**src/verilog/ctrl_pkg.sv**
```systemverilog
package ctrl_pkg;

  //////////////////////////////////////////////////
  // Controller state
  //////////////////////////////////////////////////

  typedef enum logic [1:0] {
    RESET,
    BOOT_SET,
    FUNCTIONAL,
    SLEEP
  } ctrl_state_e;

  // Next PC source for the IF stage
  typedef logic [2:0] pc_mux_t;
  localparam pc_mux_t PC_BOOT      = 3'd0;
  localparam pc_mux_t PC_JUMP      = 3'd1;
  localparam pc_mux_t PC_BRANCH    = 3'd2;
  localparam pc_mux_t PC_EXCEPTION = 3'd3;

  // Handler base select
  typedef logic [1:0] exc_pc_mux_t;
  localparam exc_pc_mux_t EXC_PC_EXCEPTION = 2'd0;
  localparam exc_pc_mux_t EXC_PC_IRQ       = 2'd1;

  // Exception and interrupt codes
  typedef logic [4:0] exc_cause_t;
  localparam exc_cause_t EXC_CAUSE_INSTR_FAULT  = 5'd1;
  localparam exc_cause_t EXC_CAUSE_ILLEGAL_INSN = 5'd2;
  localparam exc_cause_t EXC_CAUSE_BREAKPOINT   = 5'd3;
  localparam exc_cause_t EXC_CAUSE_LOAD_FAULT   = 5'd5;
  localparam exc_cause_t EXC_CAUSE_STORE_FAULT  = 5'd7;
  localparam exc_cause_t EXC_CAUSE_ECALL_MMODE  = 5'd11;

  // Cause as written to the CSRs, top bit set for interrupts
  typedef logic [5:0] csr_cause_t;

  // Stage whose PC gets saved
  typedef logic [1:0] save_sel_t;
  localparam save_sel_t SAVE_IF = 2'd0;
  localparam save_sel_t SAVE_ID = 2'd1;
  localparam save_sel_t SAVE_EX = 2'd2;
  localparam save_sel_t SAVE_WB = 2'd3;

  // Handler vector mode, anything but direct is vectored
  typedef logic [1:0] vec_mode_t;
  localparam vec_mode_t VEC_MODE_DIRECT = 2'd0;

  // Configuration write port selects
  localparam logic CFG_SEL_VEC_MODE = 1'b0;
  localparam logic CFG_SEL_IRQ_EN   = 1'b1;

endpackage

```
**src/verilog/ctrl_cfg_regs.sv**
```systemverilog
`timescale 1ns/1ps

module ctrl_cfg_regs (
  input  logic              clk,
  input  logic              rst_n,
  // Write port
  input  logic              cfg_we_i,
  input  logic              cfg_sel_i,
  input  ctrl_pkg::vec_mode_t cfg_wdata_i,
  // To the controller
  output logic              irq_en_o,
  output ctrl_pkg::vec_mode_t vec_mode_o
);

  logic                irq_en_q;
  ctrl_pkg::vec_mode_t vec_mode_q;

  //////////////////////////////////////////////////
  // Registers
  //////////////////////////////////////////////////

  // Global interrupt enable and handler vector mode
  always_ff @(posedge clk, negedge rst_n) begin
    if (!rst_n) begin
      irq_en_q   <= 1'b0;
      vec_mode_q <= ctrl_pkg::VEC_MODE_DIRECT;
    end else if (cfg_we_i) begin
      if (cfg_sel_i == ctrl_pkg::CFG_SEL_IRQ_EN) begin
        irq_en_q <= cfg_wdata_i[0];
      end else begin
        vec_mode_q <= cfg_wdata_i;
      end
    end
  end

  assign irq_en_o   = irq_en_q;
  assign vec_mode_o = vec_mode_q;

  // Enable write carries only bit 0
  a_irq_en_write : assert property (
    @(posedge clk) disable iff (!rst_n)
    cfg_we_i && (cfg_sel_i == ctrl_pkg::CFG_SEL_IRQ_EN) |-> (cfg_wdata_i[1] == 1'b0)
  );

endmodule

```
**src/verilog/ctrl_event_decode.sv**
```systemverilog
`timescale 1ns/1ps

module ctrl_event_decode (
  input  logic                 clk,
  input  logic                 rst_n,
  // ID stage
  input  logic                 id_valid_i,
  input  logic                 id_jump_i,
  input  logic                 jr_stall_i,
  // EX stage
  input  logic                 ex_valid_i,
  input  logic                 ex_branch_i,
  input  logic                 ex_lsu_misaligned_i,
  input  logic                 data_req_i,
  input  logic                 ex_advance_i,
  // IF stage
  input  logic                 if_fire_i,
  // WB stage
  input  logic                 wb_valid_i,
  input  logic                 wb_instr_fault_i,
  input  logic                 wb_illegal_i,
  input  logic                 wb_ecall_i,
  input  logic                 wb_ebreak_i,
  input  logic                 wb_load_fault_i,
  input  logic                 wb_store_fault_i,
  input  logic                 wb_lsu_en_i,
  input  logic                 wb_wfi_i,
  // Interrupts
  input  logic                 irq_req_i,
  input  logic                 irq_en_i,
  // From the FSM
  input  logic                 taken_set_i,
  // Event flags
  output logic                 exception_in_wb_o,
  output ctrl_pkg::exc_cause_t exc_cause_wb_o,
  output logic                 wfi_in_wb_o,
  output logic                 branch_taken_ex_o,
  output logic                 jump_taken_id_o,
  output logic                 irq_pending_o,
  output logic                 irq_allowed_o
);

  // Redirect already issued for the instruction in ID/EX
  logic taken_q;
  // Data request went out but the LSU insn is still in EX
  logic data_req_q;

  //////////////////////////////////////////////////
  // WB events
  //////////////////////////////////////////////////

  assign exception_in_wb_o = wb_valid_i && (wb_instr_fault_i || wb_illegal_i || wb_ecall_i ||
                                            wb_ebreak_i || wb_store_fault_i || wb_load_fault_i);

  // Fixed cause priority
  assign exc_cause_wb_o = wb_instr_fault_i ? ctrl_pkg::EXC_CAUSE_INSTR_FAULT  :
                          wb_illegal_i     ? ctrl_pkg::EXC_CAUSE_ILLEGAL_INSN :
                          wb_ecall_i       ? ctrl_pkg::EXC_CAUSE_ECALL_MMODE  :
                          wb_ebreak_i      ? ctrl_pkg::EXC_CAUSE_BREAKPOINT   :
                          wb_store_fault_i ? ctrl_pkg::EXC_CAUSE_STORE_FAULT  :
                          wb_load_fault_i  ? ctrl_pkg::EXC_CAUSE_LOAD_FAULT   :
                          '0;

  assign wfi_in_wb_o = wb_valid_i && wb_wfi_i;

  //////////////////////////////////////////////////
  // Jumps and branches
  //////////////////////////////////////////////////

  // Jump waits for its register operand
  assign jump_taken_id_o   = id_valid_i && id_jump_i && !jr_stall_i && !taken_q;
  assign branch_taken_ex_o = ex_valid_i && ex_branch_i && !taken_q;

  // Cleared once IF hands over the next instruction
  always_ff @(posedge clk, negedge rst_n) begin
    if (!rst_n) begin
      taken_q <= 1'b0;
    end else if (taken_set_i) begin
      taken_q <= 1'b1;
    end else if (if_fire_i) begin
      taken_q <= 1'b0;
    end
  end

  //////////////////////////////////////////////////
  // Interrupt permission
  //////////////////////////////////////////////////

  always_ff @(posedge clk, negedge rst_n) begin
    if (!rst_n) begin
      data_req_q <= 1'b0;
    end else if (ex_advance_i) begin
      data_req_q <= 1'b0;
    end else if (data_req_i) begin
      data_req_q <= 1'b1;
    end
  end

  assign irq_pending_o = irq_req_i && irq_en_i;

  // LSU insn in WB or a data request already out waits for its response
  assign irq_allowed_o = !(wb_valid_i && wb_lsu_en_i) && !data_req_q &&
                         !(ex_valid_i && ex_lsu_misaligned_i);

  // No redirect in the same cycle as a fetch handover
  a_taken_set_no_fire : assert property (
    @(posedge clk) disable iff (!rst_n)
    taken_set_i |-> !if_fire_i
  );

endmodule

```
**src/verilog/ctrl_fsm.sv**
```systemverilog
`timescale 1ns/1ps

module ctrl_fsm (
  input  logic                  clk,
  input  logic                  rst_n,
  input  logic                  fetch_enable_i,
  // Event flags
  input  logic                  exception_in_wb_i,
  input  ctrl_pkg::exc_cause_t  exc_cause_wb_i,
  input  logic                  wfi_in_wb_i,
  input  logic                  branch_taken_ex_i,
  input  logic                  jump_taken_id_i,
  input  logic                  irq_pending_i,
  input  logic                  irq_allowed_i,
  // Hazards and stage valids
  input  logic                  load_stall_i,
  input  logic                  jr_stall_i,
  input  logic                  ex_stall_i,
  input  logic                  id_valid_i,
  input  logic                  ex_valid_i,
  input  logic                  wb_valid_i,
  // Interrupt controller and config
  input  ctrl_pkg::exc_cause_t  irq_id_i,
  input  logic                  irq_wu_i,
  input  ctrl_pkg::vec_mode_t   vec_mode_i,
  // Outputs
  output logic                  instr_req_o,
  output logic                  ctrl_busy_o,
  output logic                  pc_set_o,
  output ctrl_pkg::pc_mux_t     pc_mux_o,
  output ctrl_pkg::exc_pc_mux_t exc_pc_mux_o,
  output ctrl_pkg::exc_cause_t  exc_vec_sel_o,
  output logic                  kill_if_o,
  output logic                  kill_id_o,
  output logic                  kill_ex_o,
  output logic                  kill_wb_o,
  output logic                  halt_if_o,
  output logic                  halt_id_o,
  output logic                  halt_ex_o,
  output logic                  halt_wb_o,
  output logic                  irq_ack_o,
  output ctrl_pkg::exc_cause_t  irq_id_o,
  output logic                  csr_save_cause_o,
  output ctrl_pkg::csr_cause_t  csr_cause_o,
  output ctrl_pkg::save_sel_t   csr_save_sel_o,
  output logic                  taken_set_o
);

  ctrl_pkg::ctrl_state_e state_q, state_d;
  // Id of a taken interrupt, zero otherwise
  ctrl_pkg::exc_cause_t  exc_cause;

  // Vector offset only in vectored mode
  assign exc_vec_sel_o = (vec_mode_i == ctrl_pkg::VEC_MODE_DIRECT) ? '0 : exc_cause;

  //////////////////////////////////////////////////
  // Next state and outputs
  //////////////////////////////////////////////////

  always_comb begin
    state_d          = state_q;
    instr_req_o      = 1'b1;
    ctrl_busy_o      = 1'b1;
    pc_set_o         = 1'b0;
    pc_mux_o         = ctrl_pkg::PC_BOOT;
    exc_pc_mux_o     = ctrl_pkg::EXC_PC_IRQ;
    exc_cause        = '0;
    {kill_if_o, kill_id_o, kill_ex_o, kill_wb_o} = 4'b0000;
    halt_if_o        = 1'b0;
    // Unallowed interrupt leaves an interruptible bubble behind ID
    halt_id_o        = jr_stall_i || load_stall_i || (irq_pending_i && !irq_allowed_i);
    halt_ex_o        = ex_stall_i;
    halt_wb_o        = 1'b0;
    irq_ack_o        = 1'b0;
    irq_id_o         = '0;
    csr_save_cause_o = 1'b0;
    csr_cause_o      = '0;
    csr_save_sel_o   = ctrl_pkg::SAVE_IF;
    taken_set_o      = 1'b0;

    unique case (state_q)
      ctrl_pkg::RESET: begin
        instr_req_o = 1'b0;
        halt_id_o   = 1'b0;
        halt_ex_o   = 1'b0;
        if (fetch_enable_i) begin
          state_d = ctrl_pkg::BOOT_SET;
        end
      end
      // Boot PC set once, one cycle after enable
      ctrl_pkg::BOOT_SET: begin
        pc_set_o = 1'b1;
        pc_mux_o = ctrl_pkg::PC_BOOT;
        state_d  = ctrl_pkg::FUNCTIONAL;
      end
      ctrl_pkg::FUNCTIONAL: begin
        if (irq_pending_i && irq_allowed_i) begin
          // Flush everything and go to the handler
          {kill_if_o, kill_id_o, kill_ex_o, kill_wb_o} = 4'b1111;
          pc_set_o         = 1'b1;
          pc_mux_o         = ctrl_pkg::PC_EXCEPTION;
          exc_pc_mux_o     = ctrl_pkg::EXC_PC_IRQ;
          exc_cause        = irq_id_i;
          irq_ack_o        = 1'b1;
          irq_id_o         = irq_id_i;
          csr_save_cause_o = 1'b1;
          csr_cause_o      = {1'b1, irq_id_i};
          // PC of the oldest valid insn, IF PC is always valid
          if (wb_valid_i) begin
            csr_save_sel_o = ctrl_pkg::SAVE_WB;
          end else if (ex_valid_i) begin
            csr_save_sel_o = ctrl_pkg::SAVE_EX;
          end else if (id_valid_i) begin
            csr_save_sel_o = ctrl_pkg::SAVE_ID;
          end else begin
            csr_save_sel_o = ctrl_pkg::SAVE_IF;
          end
        end else if (exception_in_wb_i) begin
          // WB write enables are suppressed already
          {kill_if_o, kill_id_o, kill_ex_o} = 3'b111;
          pc_set_o         = 1'b1;
          pc_mux_o         = ctrl_pkg::PC_EXCEPTION;
          exc_pc_mux_o     = ctrl_pkg::EXC_PC_EXCEPTION;
          csr_save_cause_o = 1'b1;
          csr_cause_o      = {1'b0, exc_cause_wb_i};
          csr_save_sel_o   = ctrl_pkg::SAVE_WB;
        end else if (wfi_in_wb_i) begin
          // EX and WB keep going so the bubble drains
          halt_if_o   = 1'b1;
          halt_id_o   = 1'b1;
          instr_req_o = 1'b0;
          state_d     = ctrl_pkg::SLEEP;
        end else if (branch_taken_ex_i) begin
          kill_if_o   = 1'b1;
          kill_id_o   = 1'b1;
          pc_set_o    = 1'b1;
          pc_mux_o    = ctrl_pkg::PC_BRANCH;
          taken_set_o = 1'b1;
        end else if (jump_taken_id_i) begin
          kill_if_o   = 1'b1;
          pc_set_o    = 1'b1;
          pc_mux_o    = ctrl_pkg::PC_JUMP;
          taken_set_o = 1'b1;
        end
      end
      ctrl_pkg::SLEEP: begin
        ctrl_busy_o = 1'b0;
        instr_req_o = 1'b0;
        // Halting WB stalls the earlier stages too
        halt_wb_o   = 1'b1;
        if (irq_wu_i) begin
          ctrl_busy_o = 1'b1;
          state_d     = ctrl_pkg::FUNCTIONAL;
        end
      end
      default: begin
        instr_req_o = 1'b0;
        state_d     = ctrl_pkg::RESET;
      end
    endcase
  end

  always_ff @(posedge clk, negedge rst_n) begin
    if (!rst_n) begin
      state_q <= ctrl_pkg::RESET;
    end else begin
      state_q <= state_d;
    end
  end

  //////////////////////////////////////////////////
  // Checks
  //////////////////////////////////////////////////

  // Outside FUNCTIONAL only the boot set follows RESET
  a_pc_set_state : assert property (
    @(posedge clk) disable iff (!rst_n)
    (pc_set_o || irq_ack_o) && (state_q != ctrl_pkg::FUNCTIONAL)
    |-> (state_q == ctrl_pkg::BOOT_SET) && !irq_ack_o && ($past(state_q) == ctrl_pkg::RESET)
  );

  // Fetch already stopped in the cycle before sleep
  a_sleep_no_req : assert property (
    @(posedge clk) disable iff (!rst_n)
    (state_q == ctrl_pkg::SLEEP) |-> !instr_req_o && !$past(instr_req_o)
  );

endmodule

```
**src/verilog/pipe_ctrl_top.sv**
```systemverilog
`timescale 1ns/1ps

module pipe_ctrl_top (
  input  logic                  clk,
  input  logic                  rst_n,
  input  logic                  fetch_enable_i,
  // Configuration write port
  input  logic                  cfg_we_i,
  input  logic                  cfg_sel_i,
  input  ctrl_pkg::vec_mode_t   cfg_wdata_i,
  // IF and ID
  input  logic                  if_fire_i,
  input  logic                  id_valid_i,
  input  logic                  id_jump_i,
  input  logic                  jr_stall_i,
  input  logic                  load_stall_i,
  // EX
  input  logic                  ex_valid_i,
  input  logic                  ex_branch_i,
  input  logic                  ex_lsu_misaligned_i,
  input  logic                  ex_stall_i,
  input  logic                  ex_advance_i,
  input  logic                  data_req_i,
  // WB
  input  logic                  wb_valid_i,
  input  logic                  wb_instr_fault_i,
  input  logic                  wb_illegal_i,
  input  logic                  wb_ecall_i,
  input  logic                  wb_ebreak_i,
  input  logic                  wb_load_fault_i,
  input  logic                  wb_store_fault_i,
  input  logic                  wb_lsu_en_i,
  input  logic                  wb_wfi_i,
  // Interrupt controller
  input  logic                  irq_req_i,
  input  ctrl_pkg::exc_cause_t  irq_id_i,
  input  logic                  irq_wu_i,
  // Controller outputs
  output logic                  instr_req_o,
  output logic                  ctrl_busy_o,
  output logic                  pc_set_o,
  output ctrl_pkg::pc_mux_t     pc_mux_o,
  output ctrl_pkg::exc_pc_mux_t exc_pc_mux_o,
  output ctrl_pkg::exc_cause_t  exc_vec_sel_o,
  output logic                  kill_if_o,
  output logic                  kill_id_o,
  output logic                  kill_ex_o,
  output logic                  kill_wb_o,
  output logic                  halt_if_o,
  output logic                  halt_id_o,
  output logic                  halt_ex_o,
  output logic                  halt_wb_o,
  output logic                  irq_ack_o,
  output ctrl_pkg::exc_cause_t  irq_id_o,
  output logic                  csr_save_cause_o,
  output ctrl_pkg::csr_cause_t  csr_cause_o,
  output ctrl_pkg::save_sel_t   csr_save_sel_o
);

  // Config to controller
  logic                 irq_en;
  ctrl_pkg::vec_mode_t  vec_mode;
  // Decoder events
  logic                 exception_in_wb;
  ctrl_pkg::exc_cause_t exc_cause_wb;
  logic                 wfi_in_wb;
  logic                 branch_taken_ex;
  logic                 jump_taken_id;
  logic                 irq_pending;
  logic                 irq_allowed;
  logic                 taken_set;

  ctrl_cfg_regs ctrl_cfg_regs_inst (
    .clk         (clk),
    .rst_n       (rst_n),
    .cfg_we_i    (cfg_we_i),
    .cfg_sel_i   (cfg_sel_i),
    .cfg_wdata_i (cfg_wdata_i),
    .irq_en_o    (irq_en),
    .vec_mode_o  (vec_mode)
  );

  ctrl_event_decode ctrl_event_decode_inst (
    .clk                 (clk),
    .rst_n               (rst_n),
    .id_valid_i          (id_valid_i),
    .id_jump_i           (id_jump_i),
    .jr_stall_i          (jr_stall_i),
    .ex_valid_i          (ex_valid_i),
    .ex_branch_i         (ex_branch_i),
    .ex_lsu_misaligned_i (ex_lsu_misaligned_i),
    .data_req_i          (data_req_i),
    .ex_advance_i        (ex_advance_i),
    .if_fire_i           (if_fire_i),
    .wb_valid_i          (wb_valid_i),
    .wb_instr_fault_i    (wb_instr_fault_i),
    .wb_illegal_i        (wb_illegal_i),
    .wb_ecall_i          (wb_ecall_i),
    .wb_ebreak_i         (wb_ebreak_i),
    .wb_load_fault_i     (wb_load_fault_i),
    .wb_store_fault_i    (wb_store_fault_i),
    .wb_lsu_en_i         (wb_lsu_en_i),
    .wb_wfi_i            (wb_wfi_i),
    .irq_req_i           (irq_req_i),
    .irq_en_i            (irq_en),
    .taken_set_i         (taken_set),
    .exception_in_wb_o   (exception_in_wb),
    .exc_cause_wb_o      (exc_cause_wb),
    .wfi_in_wb_o         (wfi_in_wb),
    .branch_taken_ex_o   (branch_taken_ex),
    .jump_taken_id_o     (jump_taken_id),
    .irq_pending_o       (irq_pending),
    .irq_allowed_o       (irq_allowed)
  );

  ctrl_fsm ctrl_fsm_inst (
    .clk               (clk),
    .rst_n             (rst_n),
    .fetch_enable_i    (fetch_enable_i),
    .exception_in_wb_i (exception_in_wb),
    .exc_cause_wb_i    (exc_cause_wb),
    .wfi_in_wb_i       (wfi_in_wb),
    .branch_taken_ex_i (branch_taken_ex),
    .jump_taken_id_i   (jump_taken_id),
    .irq_pending_i     (irq_pending),
    .irq_allowed_i     (irq_allowed),
    .load_stall_i      (load_stall_i),
    .jr_stall_i        (jr_stall_i),
    .ex_stall_i        (ex_stall_i),
    .id_valid_i        (id_valid_i),
    .ex_valid_i        (ex_valid_i),
    .wb_valid_i        (wb_valid_i),
    .irq_id_i          (irq_id_i),
    .irq_wu_i          (irq_wu_i),
    .vec_mode_i        (vec_mode),
    .instr_req_o       (instr_req_o),
    .ctrl_busy_o       (ctrl_busy_o),
    .pc_set_o          (pc_set_o),
    .pc_mux_o          (pc_mux_o),
    .exc_pc_mux_o      (exc_pc_mux_o),
    .exc_vec_sel_o     (exc_vec_sel_o),
    .kill_if_o         (kill_if_o),
    .kill_id_o         (kill_id_o),
    .kill_ex_o         (kill_ex_o),
    .kill_wb_o         (kill_wb_o),
    .halt_if_o         (halt_if_o),
    .halt_id_o         (halt_id_o),
    .halt_ex_o         (halt_ex_o),
    .halt_wb_o         (halt_wb_o),
    .irq_ack_o         (irq_ack_o),
    .irq_id_o          (irq_id_o),
    .csr_save_cause_o  (csr_save_cause_o),
    .csr_cause_o       (csr_cause_o),
    .csr_save_sel_o    (csr_save_sel_o),
    .taken_set_o       (taken_set)
  );

endmodule

```
**config.mk**
```make
export PLATFORM = sky130hd
export DESIGN_NAME = pipe_ctrl_top
export DESIGN_NICKNAME = d
export VERILOG_FILES = /design/src/verilog/ctrl_pkg.sv /design/src/verilog/ctrl_cfg_regs.sv /design/src/verilog/ctrl_event_decode.sv /design/src/verilog/ctrl_fsm.sv /design/src/verilog/pipe_ctrl_top.sv
export SDC_FILE = /design/constraint.sdc
export NUM_CORES = 1
export LEC_CHECK = 0
export BUFFER_PORTS_ARGS = -buffer_cell sky130_fd_sc_hd__buf_2
export CAP_MARGIN = 20
export CORE_MARGIN = 3
export CORE_UTILIZATION = 34
export CTS_CLUSTER_DIAMETER = 50
export DETAILED_ROUTE_END_ITERATION = 6
export PLACE_DENSITY = 0.85
export REMOVE_ABC_BUFFERS = 1
export SYNTH_ARGS = -nofsm -noshare
export SYNTH_HDL_FRONTEND = slang
export SYNTH_SLANG_ARGS = --single-unit
export TNS_END_PERCENT = 20
```
**constraint.sdc**
```tcl
create_clock -name clk -period 1.8 [get_ports clk]
set_input_delay 0.27 -clock clk [delete_from_list [all_inputs] [get_ports clk]]
set_output_delay 0.27 -clock clk [all_outputs]
set_load 0.02 [all_outputs]
```
==> report_table.html, run 1 <==
<table>
<tr><th>Metric</th><th>Value</th></tr>
<tr><th colspan="2">Logic synthesis</th></tr>
<tr><td>Adder-cell area share of the yosys netlist</td><td>6.30%</td></tr>
<tr><td>Mapped Cells</td><td>103</td></tr>
<tr><td>Syn Area/Cell</td><td>7.71 µm²</td></tr>
<tr><td>Post-synthesis sequential area ratio</td><td>22.0%</td></tr>
<tr><td>Share of synthesized area spent on multiplexers</td><td>4.25%</td></tr>
<tr><td>Warning count from the yosys run</td><td>0</td></tr>
<tr><td>Synth Area in XOR/XNOR</td><td>0%</td></tr>
<tr><td>Synth Area in Compound Gates</td><td>24.3%</td></tr>
<tr><td>Library cell with the largest summed area after synthesis</td><td>dfrtp_1</td></tr>
<tr><td>Netlist area before placement</td><td>795 µm²</td></tr>
<tr><td>Post-synthesis share of cell area spent on and, or, nand and nor gates</td><td>28.5%</td></tr>
<tr><td>Largest cells by area after synthesis</td><td>dfrtp_1 22%, buf_4 6.6%, ha_1 6.3%</td></tr>
<tr><td>Synth top area share</td><td>22.0%</td></tr>
<tr><td>Number of synthesized register bits</td><td>7</td></tr>
<tr><td>Number of different library cells in the post-synthesis netlist</td><td>37</td></tr>
<tr><td>Combinational family with the most area after synthesis</td><td>simple AND/OR/NAND/NOR gates</td></tr>
<tr><th colspan="2">Floorplanning</th></tr>
<tr><td>Row cnt</td><td>16</td></tr>
<tr><td>Initial Util</td><td>38.2%</td></tr>
<tr><td>Area of the die</td><td>2950 µm²</td></tr>
<tr><td>Overall die width</td><td>54.3 µm</td></tr>
<tr><td>Ports placed on the boundary</td><td>70</td></tr>
<tr><td>Core Area</td><td>2080 µm²</td></tr>
<tr><td>Die extent in y</td><td>54.3 µm</td></tr>
<tr><th colspan="2">Power</th></tr>
<tr><td>Leakage dissipation</td><td>0.805 nW</td></tr>
<tr><td>Total internal power</td><td>0.000824 W</td></tr>
<tr><td>Switching fraction of total power</td><td>47.6%</td></tr>
<tr><td>Worst vdd ir</td><td>902 µV</td></tr>
<tr><td>Net switching power</td><td>0.000748 W</td></tr>
<tr><td>Combinational power share</td><td>76.0%</td></tr>
<tr><td>Power density relative to cell area</td><td>1040 nW/µm²</td></tr>
<tr><td>Clock share of power</td><td>9.9%</td></tr>
<tr><td>Sequential share of power</td><td>14.1%</td></tr>
<tr><th colspan="2">Clock network</th></tr>
<tr><td>Clock latency of the later-clocked register in the worst-skew pair</td><td>0.27 ns</td></tr>
<tr><td>H-tree level count</td><td>1</td></tr>
<tr><td>Sinks on Clock Net</td><td>7</td></tr>
<tr><td>Number of buffers created by CTS</td><td>3</td></tr>
<tr><td>Clock tree from TritonCTS</td><td>done</td></tr>
<tr><td>Clock-pin slew of the registers on the worst-case setup and hold paths</td><td>0.06 ns</td></tr>
<tr><td>Clock root buffer master</td><td>clkbuf_4</td></tr>
<tr><td>Max Buffers Root-to-Sink</td><td>2</td></tr>
<tr><th colspan="2">Layout</th></tr>
<tr><td>Core Util, Final</td><td>72.7%</td></tr>
<tr><td>Count of filler cells inserted in the layout</td><td>158</td></tr>
<tr><td>Fraction of layout cells with a size suffix above 1</td><td>62.4%</td></tr>
<tr><td>Nets@finish</td><td>228</td></tr>
<tr><td>Area Growth Syn to Fin</td><td>90.6%</td></tr>
<tr><td>Total inserted antenna cells</td><td>0</td></tr>
<tr><th colspan="2">Hold path</th></tr>
<tr><td>End point of the worst hold path</td><td>ctrl_event_decode_inst.data_req_q</td></tr>
<tr><td>Min-delay src</td><td>ex_advance_i</td></tr>
<tr><td>Hold path cells</td><td>2</td></tr>
<tr><td>Kind of path behind the tightest hold check</td><td>input pin to flip-flop</td></tr>
<tr><th colspan="2">Drt</th></tr>
<tr><td>Residual DRC</td><td>0</td></tr>
<tr><td>Count of TritonRoute iterations in the first routing pass</td><td>4</td></tr>
<tr><td>Aggregate routed wire length</td><td>3.17 mm</td></tr>
<tr><td>Via total after detailed routing</td><td>1083</td></tr>
<tr><td>Routed len/inst</td><td>14.7 µm</td></tr>
<tr><td>Remaining antenna violation count after routing</td><td>0</td></tr>
<tr><td>1st-iter DRT viols</td><td>21</td></tr>
<tr><td>Vias per cell</td><td>5.01</td></tr>
<tr><th colspan="2">Placement</th></tr>
<tr><td>Gpl congestion</td><td>0.797</td></tr>
<tr><td>DP Worst Slack</td><td>-0.0897 ns</td></tr>
<tr><td>DPL Wire Length</td><td>2.24 mm</td></tr>
<tr><td>IO Port Bufs</td><td>67</td></tr>
<tr><th colspan="2">Worst setup path</th></tr>
<tr><td>Startpoint Class</td><td>flip-flop</td></tr>
<tr><td>Setup CP Type</td><td>flip-flop to output pin</td></tr>
<tr><td>Worst-case reg-to-reg path depth</td><td>5</td></tr>
<tr><td>Setup slack of the most critical reg-to-reg path</td><td>0.27 ns</td></tr>
<tr><td>Required time of the worst setup path</td><td>1.53 ns</td></tr>
<tr><td>Reg2reg start</td><td>ctrl_event_decode_inst.data_req_q</td></tr>
<tr><td>Crit-path max FO</td><td>6</td></tr>
<tr><td>Worst reg2reg path endpoint</td><td>ctrl_fsm_inst.state_q[1]</td></tr>
<tr><td>CP Data Arrival Time</td><td>1.87 ns</td></tr>
<tr><td>Crit end category</td><td>output pin</td></tr>
<tr><th colspan="2">GRT</th></tr>
<tr><td>Total global routing track utilization</td><td>20.7%</td></tr>
<tr><td>Vias in the first global route</td><td>1025</td></tr>
<tr><td>Global route total overflow</td><td>0</td></tr>
<tr><td>Largest net degree at the start of global routing</td><td>11</td></tr>
<tr><td>First-pass GRT wire length</td><td>4.42 mm</td></tr>
<tr><td>Number of antenna violations at the first check in global routing</td><td>0</td></tr>
<tr><th colspan="2">STA</th></tr>
<tr><td>Worst clock skew on the final layout</td><td>0.0109 ns</td></tr>
<tr><td>Final count of pins violating max slew</td><td>0</td></tr>
<tr><td>Highest clock rate</td><td>0.468 GHz</td></tr>
<tr><td>Final Cycle Share</td><td>119%</td></tr>
<tr><td>RSZ-0062 raised after global routing</td><td>yes</td></tr>
<tr><td>Number of endpoints failing setup at the final stage</td><td>31</td></tr>
<tr><td>Fin. Hold Viols</td><td>0</td></tr>
<tr><td>Post-route worst hold slack</td><td>0.147 ns</td></tr>
<tr><td>Final period demand of the worst path</td><td>2.14 ns</td></tr>
<tr><td>Smallest setup slack after layout</td><td>-0.338 ns</td></tr>
<tr><th colspan="2">Flow run</th></tr>
<tr><td>Max-cap violations</td><td>0</td></tr>
<tr><th colspan="2">Run status</th></tr>
<tr><td>Result of the run</td><td>finished with violations</td></tr>
<tr><td>Violated checks</td><td>negative setup slack</td></tr>
</table>
synth_stat cells (all sizes together):
library cell / instances
nand2: 11
o21a: 1
ha: 4
nor3: 1
clkbuf: 1
o41ai: 1
and2: 8
conb: 1
nand4b: 2
a211oi: 1
nand3b: 1
or3: 1
o21bai: 2
o221ai: 1
a2111oi: 1
a31oi: 2
o32ai: 1
o21ai: 4
nor4: 1
o32a: 1
nand3: 2
dfrtp: 7
o31ai: 1
buf: 8
o22ai: 1
mux2: 3
nand4: 1
a21oi: 4
a211o: 1
nor2: 11
nand2b: 1
a21o: 3
inv: 11
nor2b: 3
timing repair:
item | CTS | global route
endpoints found under the setup margin | 31 | 33
hold buffers | 1 | 0
cloned | 0 | 0
endpoints found under the hold margin | 7 | 0
pin swaps | 10 | 5
resized for setup | 55 | 18
buffers inserted | 3 | 2
final cells by class:
cell class | instances | area, µm² | share of cell area (%)
clock buffers | 4 | 26.3 | 1.74
multi-input cells | 77 | 586 | 38.7
repair buffers | 90 | 652 | 43.1
flip-flops and latches | 7 | 175 | 11.6
inverters | 11 | 41.3 | 2.73
well taps | 27 | 33.8 | 2.23
power groups by stage:
stage | Combinational, W | Sequential [W] | Clock (W)
after floorplan | 0.000565 | 0.000217 | 0
after global placement | 0.000938 | 0.000212 | 0
after detailed placement | 0.000961 | 0.000214 | 0
after CTS | 0.00113 | 0.000219 | 0.000157
after global routing | 0.00127 | 0.000226 | 0.000169
final | 0.00119 | 0.000221 | 0.000155
per-stage QoR:
stage | std cells | TNS, ns | total power [W] | instance area, µm²
floorplan | 95 | -19.73 | 0.000782 | 727
global placement | 207 | -0.0949 | 0.00115 | 1230
detailed placement | 207 | -0.621 | 0.00118 | 1230
CTS | 215 | -6.61 | 0.00150 | 1450
global route | 216 | -8.67 | 0.00167 | 1510
finish | 216 | -6.40 | 0.00157 | 1510
cells in the final DEF, fill, tap and decap left out, types with 2 or more instances in the layout:
cell type | Yosys | layout
clkbuf_4 | 1 | 3
nand2_1 | 11 | 10
nand4b_1 | 2 | 2
inv_1 | 11 | 9
buf_2 | 0 | 39
a21oi_1 | 4 | 4
buf_6 | 1 | 19
buf_4 | 7 | 31
a21o_1 | 2 | 2
nor2b_1 | 3 | 2
mux2_2 | 3 | 3
conb_1 | 1 | 2
nor2_1 | 11 | 11
dfrtp_1 | 7 | 7
o21ai_1 | 0 | 2
inv_2 | 0 | 2
and2_4 | 0 | 8
a31oi_1 | 2 | 2
ha_1 | 4 | 2
o21ai_2 | 0 | 2
nand3_1 | 2 | 2
o21bai_1 | 2 | 2
critical path, cell delays in order (launching register included):
cell and delay, ns:
dfrtp_1 0.39, a21o_2 0.22, a2111oi_4 0.31, buf_4 0.22, buf_6 0.12, nand2_2 0.08, o31ai_2 0.07, buf_4 0.18
sequential cells by signal, summed over array words and instances (netlist names):
name,flops
ctrl_cfg_regs_inst.vec_mode_o,2
ctrl_fsm_inst.state_q,2
ctrl_cfg_regs_inst.irq_en_o,1
ctrl_event_decode_inst.data_req_q,1
ctrl_event_decode_inst.taken_q,1
how the worst max path moves through the flow:
stage | to | slack [ns] | startpoint
floorplan | kill_id_o | -1.01 | ctrl_fsm_inst.state_q[0]
global placement | instr_req_o | -0.07 | wb_ecall_i
detailed placement | exc_vec_sel_o[2] | -0.09 | ctrl_fsm_inst.state_q[0]
CTS | csr_cause_o[1] | -0.31 | ctrl_fsm_inst.state_q[0]
global route | csr_cause_o[1] | -0.40 | ctrl_event_decode_inst.data_req_q
finish | csr_cause_o[1] | -0.34 | ctrl_event_decode_inst.data_req_q
layer usage:
layer / vias up / share of wire (%) / global-route usage (%)
met5: - / 0 / 0
met4: 0 / 3.0 / 9.54
met3: 10 / 7.3 / 3.00
met2: 61 / 52 / 37.1
met1: 492 / 38 / 24.1
li1: 520 / - / -
kinds of logic after synthesis:
group / Yosys count
other: 1
and+or+nand+nor: 43
DFF: 7
AOI/OAI and AO/OA: 25
muxes: 3
adders and majority gates: 4
buffers and inverters: 20
No activity file was read; power rests on OpenSTA's default activity.
==> run 2: changes to the inputs <==
--- a/config.mk
+++ b/config.mk
@@ -11,7 +11,7 @@
 export CORE_UTILIZATION = 34
 export CTS_CLUSTER_DIAMETER = 50
 export DETAILED_ROUTE_END_ITERATION = 6
-export PLACE_DENSITY = 0.85
+export PLACE_DENSITY = 0.76
 export REMOVE_ABC_BUFFERS = 1
 export SYNTH_ARGS = -nofsm -noshare
 export SYNTH_HDL_FRONTEND = slang
==> run 2 against run 1 <==
Compared with the run above:
- the run still ends with negative setup slack left
- utilization shrank 2.2 points
- global-route usage shrank 0.45 points
- count of clock-buffer cells in the layout shrank 1
- critical endpoint is now exc_vec_sel_o[3]
==> report_table.html, run 2 (synthesis gave the netlist of run 1 again) <==
<table>
<tr><th>Metric</th><th>Value</th></tr>
<tr><th colspan="2">Run status</th></tr>
<tr><td>Violated checks</td><td>negative setup slack (unchanged)</td></tr>
<tr><td>Result of the run</td><td>finished with violations (unchanged)</td></tr>
<tr><th colspan="2">Layout</th></tr>
<tr><td>Nets@finish</td><td>225 (was 228)</td></tr>
<tr><td>Total inserted antenna cells</td><td>0 (unchanged)</td></tr>
<tr><td>Commonest non-fill, non-tap cell in the layout</td><td>buf_2 (unchanged)</td></tr>
<tr><td>Area Growth Syn to Fin</td><td>84.9% (was 90.6%)</td></tr>
<tr><td>Number of cells in the finished layout apart from fillers</td><td>213 (was 216)</td></tr>
<tr><td>Fraction of layout cells with a size suffix above 1</td><td>61.8% (was 62.4%)</td></tr>
<tr><td>Commonest cells after routing, fill and taps aside</td><td>41 x buf_2, 30 x buf_4, 15 x buf_6 (was 39 x buf_2, 31 x buf_4, 19 x buf_6)</td></tr>
<tr><td>Core Util, Final</td><td>70.6% (was 72.7%)</td></tr>
<tr><th colspan="2">STA</th></tr>
<tr><td>Fin. Hold Viols</td><td>0 (unchanged)</td></tr>
<tr><td>Setup TNS</td><td>-4.86 ns (was -6.40 ns)</td></tr>
<tr><td>RSZ-0062 raised after global routing</td><td>yes (unchanged)</td></tr>
<tr><td>Worst clock skew on the final layout</td><td>0.0000900 ns (was 0.0109 ns)</td></tr>
<tr><td>Highest clock rate</td><td>0.488 GHz (was 0.468 GHz)</td></tr>
<tr><td>Smallest setup slack after layout</td><td>-0.248 ns (was -0.338 ns)</td></tr>
<tr><td>Final period demand of the worst path</td><td>2.05 ns (was 2.14 ns)</td></tr>
<tr><td>Post-route worst hold slack</td><td>0.157 ns (was 0.147 ns)</td></tr>
<tr><td>Final count of pins violating max slew</td><td>0 (unchanged)</td></tr>
<tr><td>Final Cycle Share</td><td>114% (was 119%)</td></tr>
<tr><td>Number of endpoints failing setup at the final stage</td><td>30 (was 31)</td></tr>
<tr><th colspan="2">Clock network</th></tr>
<tr><td>H-tree level count</td><td>1 (unchanged)</td></tr>
<tr><td>Clock latency of the later-clocked register in the worst-skew pair</td><td>0.26 ns (was 0.27 ns)</td></tr>
<tr><td>Clock-pin slew of the registers on the worst-case setup and hold paths</td><td>0.06 ns (about the same)</td></tr>
<tr><td>Clock tree from TritonCTS</td><td>done (unchanged)</td></tr>
<tr><td>Number of buffers created by CTS</td><td>3 (unchanged)</td></tr>
<tr><td>Sinks on Clock Net</td><td>7 (unchanged)</td></tr>
<tr><td>Clock root buffer master</td><td>clkbuf_4 (unchanged)</td></tr>
<tr><td>Max Buffers Root-to-Sink</td><td>2 (unchanged)</td></tr>
<tr><th colspan="2">Worst setup path</th></tr>
<tr><td>Startpoint Class</td><td>flip-flop (unchanged)</td></tr>
<tr><td>Crit-path max FO</td><td>6 (unchanged)</td></tr>
<tr><td>CP Data Arrival Time</td><td>1.78 ns (was 1.87 ns)</td></tr>
<tr><td>Required time of the worst setup path</td><td>1.53 ns (about the same)</td></tr>
<tr><td>Worst-case reg-to-reg path depth</td><td>7 (was 5)</td></tr>
<tr><td>Reg2reg start</td><td>ctrl_event_decode_inst.data_req_q (unchanged)</td></tr>
<tr><td>Setup slack of the most critical reg-to-reg path</td><td>0.08 ns (was 0.27 ns)</td></tr>
<tr><td>Setup CP Type</td><td>flip-flop to output pin (unchanged)</td></tr>
<tr><td>Worst reg2reg path endpoint</td><td>ctrl_fsm_inst.state_q[1] (unchanged)</td></tr>
<tr><td>Crit end category</td><td>output pin (unchanged)</td></tr>
<tr><th colspan="2">Hold path</th></tr>
<tr><td>Kind of path behind the tightest hold check</td><td>input pin to flip-flop (unchanged)</td></tr>
<tr><td>End point of the worst hold path</td><td>ctrl_event_decode_inst.data_req_q (unchanged)</td></tr>
<tr><td>Min-delay src</td><td>ex_advance_i (unchanged)</td></tr>
<tr><td>Hold path cells</td><td>2 (unchanged)</td></tr>
<tr><th colspan="2">Power</th></tr>
<tr><td>Worst vdd ir</td><td>955 µV (was 902 µV)</td></tr>
<tr><td>Leakage dissipation</td><td>0.787 nW (was 0.805 nW)</td></tr>
<tr><td>Power density relative to cell area</td><td>1060 nW/µm² (was 1040 nW/µm²)</td></tr>
<tr><td>Total Power</td><td>0.00155 W (was 0.00157 W)</td></tr>
<tr><th colspan="2">Drt</th></tr>
<tr><td>Aggregate routed wire length</td><td>2.85 mm (was 3.17 mm)</td></tr>
<tr><td>1st-iter DRT viols</td><td>25 (was 21)</td></tr>
<tr><td>Remaining antenna violation count after routing</td><td>0 (unchanged)</td></tr>
<tr><td>Residual DRC</td><td>0 (unchanged)</td></tr>
<tr><td>Routed len/inst</td><td>13.4 µm (was 14.7 µm)</td></tr>
<tr><td>Count of TritonRoute iterations in the first routing pass</td><td>4 (unchanged)</td></tr>
<tr><td>Vias per cell</td><td>4.88 (was 5.01)</td></tr>
<tr><td>Via total after detailed routing</td><td>1040 (was 1083)</td></tr>
<tr><th colspan="2">Placement</th></tr>
<tr><td>Gpl congestion</td><td>0.825 (was 0.797)</td></tr>
<tr><td>Placed insts</td><td>205 (was 207)</td></tr>
<tr><td>DPL Wire Length</td><td>2.21 mm (was 2.24 mm)</td></tr>
<tr><td>IO Port Bufs</td><td>67 (unchanged)</td></tr>
<tr><th colspan="2">Floorplanning</th></tr>
<tr><td>Overall die width</td><td>54.3 µm (unchanged)</td></tr>
<tr><td>Die extent in y</td><td>54.3 µm (unchanged)</td></tr>
<tr><td>Row cnt</td><td>16 (unchanged)</td></tr>
<tr><td>Area of the die</td><td>2950 µm² (unchanged)</td></tr>
<tr><td>Ports placed on the boundary</td><td>70 (unchanged)</td></tr>
<tr><td>Core Area</td><td>2080 µm² (unchanged)</td></tr>
<tr><td>Initial Util</td><td>38.2% (unchanged)</td></tr>
<tr><th colspan="2">GRT</th></tr>
<tr><td>Vias in the first global route</td><td>1071 (was 1025)</td></tr>
<tr><td>Global route total overflow</td><td>0 (unchanged)</td></tr>
<tr><td>Total global routing track utilization</td><td>20.3% (was 20.7%)</td></tr>
<tr><td>Number of antenna violations at the first check in global routing</td><td>0 (unchanged)</td></tr>
<tr><td>First-pass GRT wire length</td><td>4.40 mm (was 4.42 mm)</td></tr>
<tr><td>Largest net degree at the start of global routing</td><td>11 (unchanged)</td></tr>
<tr><th colspan="2">Flow run</th></tr>
<tr><td>Max-cap violations</td><td>0 (unchanged)</td></tr>
</table>
run 2: changes by cell type in the layout (fill, tap and decap cells not counted), sizes merged:
cell	before	now
clkinv	0	1
clkbuf	4	3
buf	89	86
run 2: metrics by stage:
step | instance area, µm² | worst slack, ns
floorplan | 727 | -1.01
global placement | 1220 | -0.00673
detailed placement | 1220 | -0.0546
CTS | 1400 | -0.274
global route | 1470 | -0.334
finish | 1470 | -0.248
run 2: worst max-delay path by stage:
| stage | start | endpoint | slack (ns) | cells after the start |
|---|---|---|---|---|
| final | ctrl_event_decode_inst.data_req_q | exc_vec_sel_o[3] | -0.25 | 6 |
| after global routing | ctrl_event_decode_inst.data_req_q | exc_vec_sel_o[2] | -0.33 | 6 |
| after CTS | ctrl_fsm_inst.state_q[0] | csr_cause_o[0] | -0.27 | 8 |
| after detailed placement | ctrl_fsm_inst.state_q[0] | exc_vec_sel_o[2] | -0.05 | 8 |
| after global placement | ctrl_fsm_inst.state_q[0] | exc_vec_sel_o[4] | -0.007 | 8 |
| after floorplan | ctrl_fsm_inst.state_q[0] | kill_id_o | -1.01 | 6 |
run 2: cell type report:
class | instances | area, µm²
clock buffers | 3 | 22.5
multi-input cells | 77 | 582
flip-flops and latches | 7 | 175
inverters | 11 | 41.3
well taps | 27 | 33.8
clock inverters | 1 | 5.00
repair buffers | 87 | 609
fillers | 159 | 613
run 2: where the power goes:
group / switching [W] / internal, W
clock: 0.0000654 / 0.0000815
combinational: 0.000651 / 0.000535
sequential: 0.0000258 / 0.000193
run 2: what timing repair did:
action | CTS | global route
pin swaps | 11 | 3
hold endpoints to repair | 7 | 0
cloned | 0 | 0
endpoints found under the setup margin | 30 | 33
gates resized for setup | 46 | 18
hold buffers | 1 | 0
setup buffers | 2 | 1
run 2: layer usage:
metal	track usage [%]	routed length (µm)
met5	0	0
met4	9.54	15
met3	3.27	226
met2	37.3	1490
met1	22.4	1120
run 2: worst max-delay path, cell delays in order (launching register included):
cell,delay [ns]
dfrtp_1,0.39
a21o_2,0.23
a2111oi_4,0.30
buf_4,0.20
o21a_4,0.15
and2_4,0.14
buf_6,0.11
